===== src/rtl/cam_pkg.sv =====
package cam_pkg;

    // --------------------
    // Bus and data widths
    // --------------------
    localparam int ADDR_W         = 9;
    localparam int DATA_W         = 32;
    localparam int PIX_W          = 8;
    localparam int BYTES_PER_WORD = 4;   // Bytes packed per FIFO word

    // Fixed read values
    localparam logic [31:0] DEVICE_ID     = 32'hF1F0_7E57;
    localparam logic [15:0] REV_NUM       = 16'h0100;
    localparam logic [31:0] DEF_REG_VALUE = 32'hFABD_EFAC;  // Unmapped addresses

    // --------------------
    // Register map
    // --------------------
    localparam logic [8:0] ID_ADR        = 9'h000;
    localparam logic [8:0] REV_ADR       = 9'h001;
    localparam logic [8:0] BANK_BASE_ADR = 9'h040;  // Data port of bank 0
    localparam logic [8:0] BANK_STRIDE   = 9'h040;
    localparam logic [8:0] FLAG_OFS      = 9'h001;  // Flag word follows data port

    // Flag word bits above the 16-bit fill count
    localparam int FLAG_EMPTY_BIT = 16;
    localparam int FLAG_FULL_BIT  = 17;
    localparam int FLAG_OVF_BIT   = 18;

endpackage


===== src/rtl/pixel_packer.sv =====
`timescale 1ns/1ps

module pixel_packer #(
    parameter int DEPTH     = 16,
    parameter int NUM_BANKS = 3
) (
    input  logic                       PCLKI,
    input  logic                       WBs_RST_i,
    input  logic                       vsync_i,
    input  logic                       href_i,
    input  logic [cam_pkg::PIX_W-1:0]  pixel_i,
    output logic [cam_pkg::DATA_W-1:0] word_o,
    output logic [NUM_BANKS-1:0]       push_o
);
    import cam_pkg::*;

    localparam int         CNT_W      = (DEPTH > 1) ? $clog2(DEPTH) : 1;
    localparam int         BANK_W     = (NUM_BANKS > 1) ? $clog2(NUM_BANKS) : 1;
    localparam logic [1:0] LAST_PHASE = 2'(BYTES_PER_WORD - 1);

    logic                    pix_vld;     // Byte qualified by both syncs
    logic                    word_done;   // Last byte of a word this cycle
    logic [1:0]              byte_phase;
    logic [DATA_W-PIX_W-1:0] shreg;       // Bytes collected so far
    logic [CNT_W-1:0]        word_cnt;    // Words written into current bank
    logic [BANK_W-1:0]       bank_sel;

    assign pix_vld   = vsync_i & href_i;
    assign word_done = pix_vld & (byte_phase == LAST_PHASE);

    // --------------------
    // Byte collection
    // --------------------
    always_ff @(posedge PCLKI or posedge WBs_RST_i)
    begin
        if (WBs_RST_i)
            byte_phase <= '0;
        else if (pix_vld)
            byte_phase <= word_done ? 2'd0 : byte_phase + 2'd1;
    end

    // First byte ends up in the top byte of the word
    always_ff @(posedge PCLKI)
    begin
        if (pix_vld)
            shreg <= {shreg[DATA_W-2*PIX_W-1:0], pixel_i};
        if (word_done)
            word_o <= {shreg, pixel_i};  // Held while the next word builds up
    end

    // --------------------
    // Bank rotation
    // --------------------
    always_ff @(posedge PCLKI or posedge WBs_RST_i)
    begin
        if (WBs_RST_i)
        begin
            push_o   <= '0;
            word_cnt <= '0;
            bank_sel <= '0;
        end
        else
        begin
            // One-cycle strobe to the bank taking this word
            push_o <= word_done ? (NUM_BANKS'(1) << bank_sel) : '0;

            if (word_done)
            begin
                if (word_cnt == CNT_W'(DEPTH - 1))
                begin
                    word_cnt <= '0;
                    if (bank_sel == BANK_W'(NUM_BANKS - 1))
                        bank_sel <= '0;  // Back to bank 0
                    else
                        bank_sel <= bank_sel + 1'b1;
                end
                else
                    word_cnt <= word_cnt + 1'b1;
            end
        end
    end

endmodule


===== src/rtl/fifo_bank.sv =====
`timescale 1ns/1ps

module fifo_bank #(
    parameter int DEPTH = 16
) (
    input  logic                       PCLKI,
    input  logic                       WBs_RST_i,
    input  logic                       push_i,
    input  logic                       pop_i,
    input  logic [cam_pkg::DATA_W-1:0] word_i,
    output logic [cam_pkg::DATA_W-1:0] head_o,
    output logic [15:0]                count_o,
    output logic                       empty_o,
    output logic                       full_o,
    output logic                       ovf_o
);
    import cam_pkg::*;

    localparam int PTR_W = (DEPTH > 1) ? $clog2(DEPTH) : 1;
    localparam int CNT_W = $clog2(DEPTH + 1);

    logic [DATA_W-1:0] mem [DEPTH];
    logic [PTR_W-1:0]  wr_ptr;
    logic [PTR_W-1:0]  rd_ptr;
    logic [CNT_W-1:0]  count;
    logic              do_push;
    logic              do_pop;

    // Pointer step with wrap for any depth
    function automatic logic [PTR_W-1:0] ptr_next(input logic [PTR_W-1:0] ptr);
        if (ptr == PTR_W'(DEPTH - 1))
            return '0;
        return ptr + 1'b1;
    endfunction

    assign empty_o = (count == '0);
    assign full_o  = (count == CNT_W'(DEPTH));
    assign count_o = 16'(count);
    assign head_o  = empty_o ? '0 : mem[rd_ptr];  // Oldest word, zero when empty

    assign do_push = push_i & ~full_o;   // Push into a full bank is lost
    assign do_pop  = pop_i & ~empty_o;

    // --------------------
    // Storage
    // --------------------
    always_ff @(posedge PCLKI)
    begin
        if (do_push)
            mem[wr_ptr] <= word_i;
    end

    // --------------------
    // Pointers and flags
    // --------------------
    always_ff @(posedge PCLKI or posedge WBs_RST_i)
    begin
        if (WBs_RST_i)
        begin
            wr_ptr <= '0;
            rd_ptr <= '0;
            count  <= '0;
            ovf_o  <= 1'b0;
        end
        else
        begin
            if (do_push)
                wr_ptr <= ptr_next(wr_ptr);
            if (do_pop)
                rd_ptr <= ptr_next(rd_ptr);

            case ({do_push, do_pop})
                2'b10:   count <= count + 1'b1;
                2'b01:   count <= count - 1'b1;
                default: count <= count;  // Both or neither
            endcase

            // Sticky until reset
            if (push_i & full_o)
                ovf_o <= 1'b1;
        end
    end

endmodule


===== src/rtl/reg_bus.sv =====
`timescale 1ns/1ps

module reg_bus #(
    parameter int NUM_BANKS = 3
) (
    input  logic                                 PCLKI,
    input  logic                                 WBs_RST_i,
    input  logic                                 wb_cyc_i,
    input  logic                                 wb_stb_i,
    input  logic                                 wb_we_i,
    input  logic [cam_pkg::ADDR_W-1:0]           wb_adr_i,
    input  logic [NUM_BANKS*cam_pkg::DATA_W-1:0] head_i,
    input  logic [NUM_BANKS*16-1:0]              count_i,
    input  logic [NUM_BANKS-1:0]                 empty_i,
    input  logic [NUM_BANKS-1:0]                 full_i,
    input  logic [NUM_BANKS-1:0]                 ovf_i,
    output logic [cam_pkg::DATA_W-1:0]           wb_dat_o,
    output logic                                 wb_ack_o,
    output logic [NUM_BANKS-1:0]                 pop_o
);
    import cam_pkg::*;

    logic              req;                      // New bus request
    logic              rd_req;
    logic [DATA_W-1:0] rd_val;
    logic [NUM_BANKS-1:0] pop_sel;              // Data port hit per bank
    logic [DATA_W-1:0] flag_word [NUM_BANKS];

    // Data port address of bank n
    function automatic logic [ADDR_W-1:0] bank_adr(input int n);
        return ADDR_W'(BANK_BASE_ADR + n * BANK_STRIDE);
    endfunction

    assign req    = wb_cyc_i & wb_stb_i & ~wb_ack_o;
    assign rd_req = req & ~wb_we_i;

    // Pop lands on the same edge that samples the head word
    assign pop_o = rd_req ? pop_sel : '0;

    // --------------------
    // Flag words
    // --------------------
    always_comb
    begin
        for (int n = 0; n < NUM_BANKS; n++)
        begin
            flag_word[n]                 = '0;
            flag_word[n][15:0]           = count_i[n*16 +: 16];
            flag_word[n][FLAG_EMPTY_BIT] = empty_i[n];
            flag_word[n][FLAG_FULL_BIT]  = full_i[n];
            flag_word[n][FLAG_OVF_BIT]   = ovf_i[n];
        end
    end

    // --------------------
    // Read decode
    // --------------------
    always_comb
    begin
        rd_val  = DEF_REG_VALUE;
        pop_sel = '0;
        if (wb_adr_i == ID_ADR)
            rd_val = DEVICE_ID;
        if (wb_adr_i == REV_ADR)
            rd_val = {16'h0, REV_NUM};
        for (int n = 0; n < NUM_BANKS; n++)
        begin
            if (wb_adr_i == bank_adr(n))
            begin
                rd_val     = head_i[n*DATA_W +: DATA_W];
                pop_sel[n] = 1'b1;
            end
            if (wb_adr_i == bank_adr(n) + FLAG_OFS)
                rd_val = flag_word[n];
        end
    end

    // Ack one cycle after the request; writes only get the ack
    always_ff @(posedge PCLKI or posedge WBs_RST_i)
    begin
        if (WBs_RST_i)
        begin
            wb_ack_o <= 1'b0;
            wb_dat_o <= '0;
        end
        else
        begin
            wb_ack_o <= req;
            if (rd_req)
                wb_dat_o <= rd_val;
        end
    end

endmodule


===== src/rtl/cam_capture_top.sv =====
`timescale 1ns/1ps

module cam_capture_top #(
    parameter int DEPTH     = 16,
    parameter int NUM_BANKS = 3
) (
    input  logic                       PCLKI,
    input  logic                       WBs_RST_i,
    input  logic                       vsync_i,
    input  logic                       href_i,
    input  logic [cam_pkg::PIX_W-1:0]  pixel_i,
    input  logic                       wb_cyc_i,
    input  logic                       wb_stb_i,
    input  logic                       wb_we_i,
    input  logic [cam_pkg::ADDR_W-1:0] wb_adr_i,
    output logic [cam_pkg::DATA_W-1:0] wb_dat_o,
    output logic                       wb_ack_o
);
    import cam_pkg::*;

    logic [DATA_W-1:0]           word;       // Packed word, shared by all banks
    logic [NUM_BANKS-1:0]        push;
    logic [NUM_BANKS-1:0]        pop;
    logic [NUM_BANKS*DATA_W-1:0] head_all;
    logic [NUM_BANKS*16-1:0]     count_all;
    logic [NUM_BANKS-1:0]        empty_all;
    logic [NUM_BANKS-1:0]        full_all;
    logic [NUM_BANKS-1:0]        ovf_all;

    // --------------------
    // Camera side
    // --------------------
    pixel_packer #(
        .DEPTH     (DEPTH),
        .NUM_BANKS (NUM_BANKS)
    ) u_packer (
        .PCLKI     (PCLKI),
        .WBs_RST_i (WBs_RST_i),
        .vsync_i   (vsync_i),
        .href_i    (href_i),
        .pixel_i   (pixel_i),
        .word_o    (word),
        .push_o    (push)
    );

    for (genvar n = 0; n < NUM_BANKS; n++)
    begin : g_bank
        fifo_bank #(
            .DEPTH     (DEPTH)
        ) u_bank (
            .PCLKI     (PCLKI),
            .WBs_RST_i (WBs_RST_i),
            .push_i    (push[n]),
            .pop_i     (pop[n]),
            .word_i    (word),
            .head_o    (head_all[n*DATA_W +: DATA_W]),
            .count_o   (count_all[n*16 +: 16]),
            .empty_o   (empty_all[n]),
            .full_o    (full_all[n]),
            .ovf_o     (ovf_all[n])
        );
    end

    // --------------------
    // Register bus
    // --------------------
    reg_bus #(
        .NUM_BANKS (NUM_BANKS)
    ) u_bus (
        .PCLKI     (PCLKI),
        .WBs_RST_i (WBs_RST_i),
        .wb_cyc_i  (wb_cyc_i),
        .wb_stb_i  (wb_stb_i),
        .wb_we_i   (wb_we_i),
        .wb_adr_i  (wb_adr_i),
        .head_i    (head_all),
        .count_i   (count_all),
        .empty_i   (empty_all),
        .full_i    (full_all),
        .ovf_i     (ovf_all),
        .wb_dat_o  (wb_dat_o),
        .wb_ack_o  (wb_ack_o),
        .pop_o     (pop)
    );

endmodule


===== config.mk =====
export PLATFORM = sky130hd
export DESIGN_NAME = cam_capture_top
export DESIGN_NICKNAME = d
export VERILOG_FILES = /design/src/rtl/cam_pkg.sv /design/src/rtl/pixel_packer.sv /design/src/rtl/fifo_bank.sv /design/src/rtl/reg_bus.sv /design/src/rtl/cam_capture_top.sv
export SDC_FILE = /design/constraint.sdc
export NUM_CORES = 2
export LEC_CHECK = 0
export BUFFER_PORTS_ARGS = -buffer_cell sky130_fd_sc_hd__buf_2
export CAP_MARGIN = 20
export CORE_ASPECT_RATIO = 1.75
export CORE_MARGIN = 3
export CORE_UTILIZATION = 57
export DETAILED_ROUTE_END_ITERATION = 8
export PLACE_DENSITY = 0.73
export SLEW_MARGIN = 25
export SYNTH_ARGS = -nofsm -noshare
export SYNTH_HDL_FRONTEND = slang
export SYNTH_SLANG_ARGS = --single-unit

===== constraint.sdc =====
create_clock -name PCLKI -period 4.4 [get_ports PCLKI]
set_input_delay 0.22 -clock PCLKI [delete_from_list [all_inputs] [get_ports PCLKI]]
set_output_delay 0.22 -clock PCLKI [all_outputs]
set_load 0.05 [all_outputs]

Word-level counts from Yosys, hierarchy flattened
Memory sizes are Yosys's and may differ from the RTL's.
Cells that the tools add are included.
Widths: inputs -> output; s select.

storage, ports and cells
  bits in registers = 142
  bits in latches = 0
  RAM bits = 1536
  memory bits (read-only) = 0
  bits of input ports = 24
  output and inout bits = 33
  word-level logic and storage cells = 146
  memories = 3

memories
  memory                words  width  rd ports  clocked after memory_dff  write ports  line             source
  g_bank[0].u_bank.mem  16     32     1         0                         1            fifo_bank.sv:22  logic [DATA_W-1:0] mem [DEPTH];
  g_bank[1].u_bank.mem  16     32     1         0                         1            fifo_bank.sv:22
  g_bank[2].u_bank.mem  16     32     1         0                         1            fifo_bank.sv:22

operators by class
  add/sub/neg operators = 15
  $mul = 0
  divide/modulo/power cells = 0
  $lt $le $gt $ge = 0
  equal/unequal tests = 25
  shifts and indexed selects = 1
  muxes and demuxes = 52
  bitwise logic cells = 22
  reductions and logical operators = 8

operator list
  operator             count
  $mux 32              10
  $mux 4               13
  $eq 9x8->1 const B   4
  $pmux 5 s2           3
  $add 4x1->4 const B  7
  $eq 4x4->1 const B   7
  $mux 28              1
  $mux 1               21
  $eq 9x7->1 const B   2
  $add 5x1->5 const B  3
  $eq 5x5->1 const B   3
  $logic_not 5->1      3
  $sub 5x1->5 const B  3
  $and 1x1->1          14
  $eq 2x2->1 const B   5
  $eq 9x1->1 const B   1
  $logic_not 9->1      1
  $not 1->1            8
  $eq 2x1->1 const B   3
  $mux 3               2
  $reduce_bool 2->1    3
  $add 2x1->2 const B  2
  $mux 2               2
  $shl 1x2->3 const A  1
  $reduce_and 2->1     1

Depth between registers and ports, before layout
  word-level depth = 9
  depth in mapped cells = 17
  depth with buffers taken out = 13

By module
Synthesis repeated with hierarchy kept, for this count alone.

second synthesis, totals
  cells, all modules = 3153
  area total of the unflattened synthesis = 66115.9 um^2

by module, submodules not included
  module        times used  cells each  area each (um^2)
  fifo_bank     3           901         20399.6
  reg_bus       1           351         2747.6
  pixel_packer  1           99          2169.6

Worst setup path before layout
OpenSTA, ideal clock, no wires.

  kind = register to register
  start point = register g_bank[2].u_bank.count[1]
  end point = memory g_bank[2].u_bank.mem[3][0], enable pin
  arrival = 3.503 ns
  data required time = 3.939 ns
  setup slack = 0.436 ns
  stages on the path, launching flop included = 8
  buffers on the path = 2
  period minus slack after synthesis = 3.964 ns
  cells stage by stage = dfrtp_1 > clkbuf_1 > nor4_1 > nand2_1 > and2_1 > clkbuf_1 > nand2_1 > nor3_1

on the way
  longest elaborated chain between the ends = 5

RTL lines
  element                       line             source
  start: declaration            fifo_bank.sv:25  logic [CNT_W-1:0] count;
  start signal: assignment      fifo_bank.sv:73  2'b10: count <= count + 1'b1;
  start signal: assignment      fifo_bank.sv:74  2'b01: count <= count - 1'b1;
  start signal: assignment      fifo_bank.sv:75  default: count <= count;
  $eq 5x5->1                    fifo_bank.sv:37  assign full_o = (count == CNT_W'(DEPTH));
  $not 1->1                     fifo_bank.sv:41  assign do_push = push_i & ~full_o;
  $and 1x1->1                   fifo_bank.sv:41
  $mux 1                        fifo_bank.sv:49  if (do_push)
  $mux 1 (implied by the code)  fifo_bank.sv:50  mem[wr_ptr] <= word_i;
  end: declaration              fifo_bank.sv:22

Every way passes these cells.

Final worst setup path
  start point = register g_bank[0].u_bank.count[2]
  end point = register g_bank[0].u_bank.count[4]

on the way
  longest elaborated chain between the ends = 5
  elaborated cells between the ends (all ways) = 12
  classes of those cells = add/sub (2); eq/ne (3); mux (1); bitwise (4); reduce/logical (2)

RTL lines
  element                                          line             source
  start: declaration                               fifo_bank.sv:25
  start signal: assignment                         fifo_bank.sv:73
  start signal: assignment                         fifo_bank.sv:74
  start signal: assignment                         fifo_bank.sv:75
  $logic_not 5->1 *                                fifo_bank.sv:36  assign empty_o = (count == '0);
  $not 1->1 *                                      fifo_bank.sv:42  assign do_pop = pop_i & ~empty_o;
  $and 1x1->1 *                                    fifo_bank.sv:42
  named net g_bank[0].u_bank.do_pop                fifo_bank.sv:27  logic do_pop;
  $eq 2x1->1 or $eq 2x2->1 (tied branches)         fifo_bank.sv:72  case ({do_push, do_pop})
  $pmux 5 s2 or $reduce_bool 2->1 (tied branches)  n/a

The timed path passes the listed nets; every way through them passes the cells marked *.
A chain may end at the register's enable or synchronous reset.

==> metrics.yaml <==
outcome:
  outcome: "completed"
grt:
  grt_pass1_vias: 34100
  globalRouteMet3Util_pct: 4.78
  gr-usage-all-layers_pct: 29.0
  grt-busiest-layer: "met2"
  met1_usage_pct: 35.7
  antenna_found_initial: 4
  grt_pass1_wl_microns: 242000
  grt_max_degree: 59
  met2_usage_pct: 49.1
  overflow: 0
die:
  rows: 163
  die_h_microns: 454
  ioPinCount: 57
  die_area_sq_um: 119000
  start_util_pct: 57.7
  fp.coreArea_sq_um: 113000
  chipWidth_microns: 262
drt:
  wl_per_cell_microns: 33.8
  drt_iter0_markers: 4258
  wirelength_microns: 167000
  drc_errors: 0
  vias_per_cell: 6.71
  vias: 33100
  antenna_left: 0
  drt-pass1-iter-count: 6
sta:
  setup_violations: 0
  relSlewSlack_pct: 24.7
  rsz0062_at_grt: "false"
  holdWs_ns: 0.0512
  hold_viol_final: 0
  final.setup_skew_ns: 0.0238
  drv_slew: 0
  post-route-min-period_ns: 3.66
  max_slew.worst_pin.slew_ns: 1.12
  final.setup.tns_ns: 0
  worst_slack_ns: 0.742
  max_freq_mhz: 273
  fin_crit_sh_pct: 83.1
yosys:
  synth_area_leaders: "edfxtp_1 73%, mux4_2 13%, dfrtp_1 3.3%, mux2i_1 2.1%, nand2_1 0.89%"
  synth_adder_area_share_pct: 0.517
  syn_area_per_cell_sq_um: 21.0
  synth_top_area_share_pct: 73.2
  synthXorXnorAreaFrac_pct: 0.349
  synth_compound_area_share_pct: 2.97
  ys_ff_latch: 1678
  synth-simple-area-share_pct: 2.65
  synthArstFlopShare_pct: 5.13
  synth_edf_count: 1592
  synth_top_family_by_area: "multiplexers"
  synth_top_area_cell: "edfxtp_1"
  yosysUniqueCellTypes: 76
  syn_area_sq_um: 65300
  synthFlopType: "edfxtp_1"
  synthCells: 3116
  ys_warn_count: 0
  synthMuxAreaShare_pct: 15.6
  yosysSeqAreaShare_pct: 76.5
  synth_nets: 3167
power:
  power_switching_mw: 6.52
  leakage_nw: 22.6
  pwr-share-seq_pct: 56.9
  vdd.ir_drop.worst_v: 0.000410
  combPwrFrac_pct: 3.4
  switching_share_pct: 20.8
  powerDensity_nw_per_um2: 428
  clkPwrFrac_pct: 39.7
  internal_power_mw: 24.8
placed_design:
  dp_hpwl_microns: 104000
  post-place-ws_ns: 0.814
  port_buffers: 56
  place.gp.congestion: 0.947
run:
  maxCapViolCount: 0
finish:
  drive_above_1_share_pct: 26.5
  nNetsFinal: 3382
  fillCellCount: 7263
  area_growth_syn_to_layout_pct: 11.9
cts:
  clkSinkCount: 1678
  cts_buffer_depth: 3
  postCtsSetupBuffers: 0
  clk_latency_ns: 0.78
  cts_buffers: 140
  cts_tree: "done"
  cts_root_buffer: "clkbuf_16"
  clkTransAtPathRegs_ns: 0.07
  htree_num_levels: 4
setup_path:
  critPathLaunchType: "flip-flop"
  crit_arrival_ns: 4.35
  worstPathRequired_ns: 5.10
  endpoint_kind: "flip-flop"
  critPathMaxFanout: 9
  crit_type: "flip-flop to flip-flop"
worst_hold_path:
  hold_path_class: "primary input to asynchronous set/reset pin"
==> power groups by stage <==
stage / Combinational (mW) / Clock [mW] / Sequential, mW
finish: 1.06 / 12.4 / 17.8
global placement: 0.992 / 0 / 18.2
CTS: 1.06 / 12.6 / 17.8
detailed placement: 1.05 / 0 / 18.2
global route: 1.13 / 13.2 / 17.8
floorplan: 0.404 / 0 / 18.3
==> cells in the final DEF (no fill, tap or decap), drive strengths merged, types with 4 or more instances in the layout <==
cell,count
a211oi,22
a21o,6
a21oi,58
a22oi,4
a2bb2oi,5
a31oi,14
and2,9
buf,224
bufinv,10
clkbuf,181
clkinv,48
clkinvlp,6
dfrtp,86
dlygate4sd3,19
edfxtp,1592
ha,27
inv,27
mux2,16
mux2i,137
mux4,383
nand2,155
nand2b,19
nand3,24
nand4,4
nand4b,4
nor2,67
nor2b,14
nor3,42
nor3b,5
nor4,5
o211ai,6
o21ai,48
o221ai,24
o22ai,66
o32ai,6
or2,5
or3,7
xnor2,11
xor2,15
==> logic make-up after synthesis <==
family                   Yosys count
multiplexers                     536
flip-flops                      1678
XOR/XNOR                          26
buffers and inverters            192
adder cells (fa/ha/maj)           27
AND/OR/NAND/NOR                  366
AO/OA/AOI/OAI                    291
==> metal layers <==
metal	wire (microns)	up-vias	share of wire, %
met5	16	-	0.0096
met4	11400	2	6.8
met3	12800	455	7.6
met2	86500	1860	52
met1	56100	17400	34
li1	-	13400	-
==> critical path, stage by stage, from the launching register on <==
cell	delay (ns)
dfrtp_1	0.50
nor4_1	0.48
and2_1	0.44
or2_1	0.45
nor2_4	0.12
ha_1	0.33
xor2_1	0.18
ha_1	0.20
nor2b_1	0.19
a22oi_1	0.09
o22ai_1	0.17
nand2b_1	0.09
a21oi_1	0.19
xnor2_1	0.14
==> synthesized netlist by cell type (7+ instances only) <==
library cell  number
ha_1              27
o221ai_1          24
xnor2_1           11
nand2_1          155
nand2b_1          19
dfrtp_1           86
nor2_1            66
o22ai_1           66
mux2i_1          137
or3_1              7
a211oi_1          22
a21oi_1           58
nor3_1            40
buf_4             33
clkbuf_1          44
inv_1             21
buf_1             12
nor2b_1           14
mux2_2            16
mux4_2           383
xor2_1            15
and2_1             8
edfxtp_1        1592
o21ai_0           41
a31oi_1           14
buf_2             74
nand3_1           24
==> sequential cells by signal (all words and copies together), names as in the netlist <==
signal	flops
g_bank.u_bank.mem	1536
u_bus.wb_dat_o	32
u_packer.word_o	32
u_packer.shreg	24
g_bank.u_bank.count	15
g_bank.u_bank.rd_ptr	12
g_bank.u_bank.wr_ptr	12
u_packer.word_cnt	4
g_bank.u_bank.ovf_o	3
u_packer.push_o	3
u_packer.bank_sel	2
u_packer.byte_phase	2
u_bus.wb_ack_o	1
==> what timing repair did <==
action / CTS / global route
hold endpoints to repair: 81 / 0
resized for setup: 0 / 0
hold buffers: 19 / 0
==> cell type report <==
class	count	area [sq um]	area share (%)
antenna	1	2.50	0.00342
timing repair buffer	243	1870	2.56
sequential	1678	50000	68.4
clock buffer	181	3930	5.37
inverter	22	85.1	0.116
clock inverter	69	627	0.857
tap	1485	1860	2.54
multi-input combinational	1246	14800	20.2
==> worst paths after layout <==
| path | from | endpoint | slack (ns) | depth (start not counted) |
|---|---|---|---|---|
| worst min register to register | u_packer.shreg[20]$_DFFE_PP_ | u_packer.word_o[28]$_DFFE_PP_ | 0.42 | 0 |
| max in group asynchronous | WBs_RST_i | g_bank[2].u_bank.rd_ptr[1]$_DFFE_PP0P_ | 3.50 | 4 |
| min in group PCLKI | wb_adr_i[4] | u_bus.wb_dat_o[18]$_DFFE_PP0N_ | 0.09 | 5 |
| worst min-delay path | WBs_RST_i | u_bus.wb_dat_o[20]$_DFFE_PP0N_ | 0.05 | 3 |
| worst max-delay path | g_bank[0].u_bank.count[2]$_DFFE_PP0P_ | g_bank[0].u_bank.count[4]$_DFFE_PP0P_ | 0.74 | 13 |
| worst max register to register | g_bank[0].u_bank.count[2]$_DFFE_PP0P_ | g_bank[0].u_bank.count[4]$_DFFE_PP0P_ | 0.74 | 13 |
==> stage by stage <==
stage | utilization, % | cells | power [mW] | cell area (sq um)
after floorplan | - | 3116 | 18.7 | 65300
after global placement | 60.3 | 4648 | 19.2 | 68200
after detailed placement | 60.4 | 4653 | 19.2 | 68300
after CTS | 64.6 | 4922 | 31.5 | 73100
after global routing | 64.6 | 4924 | 32.1 | 73100
final | 64.6 | 4925 | 31.3 | 73100
(Power assumes the default switching activity.)
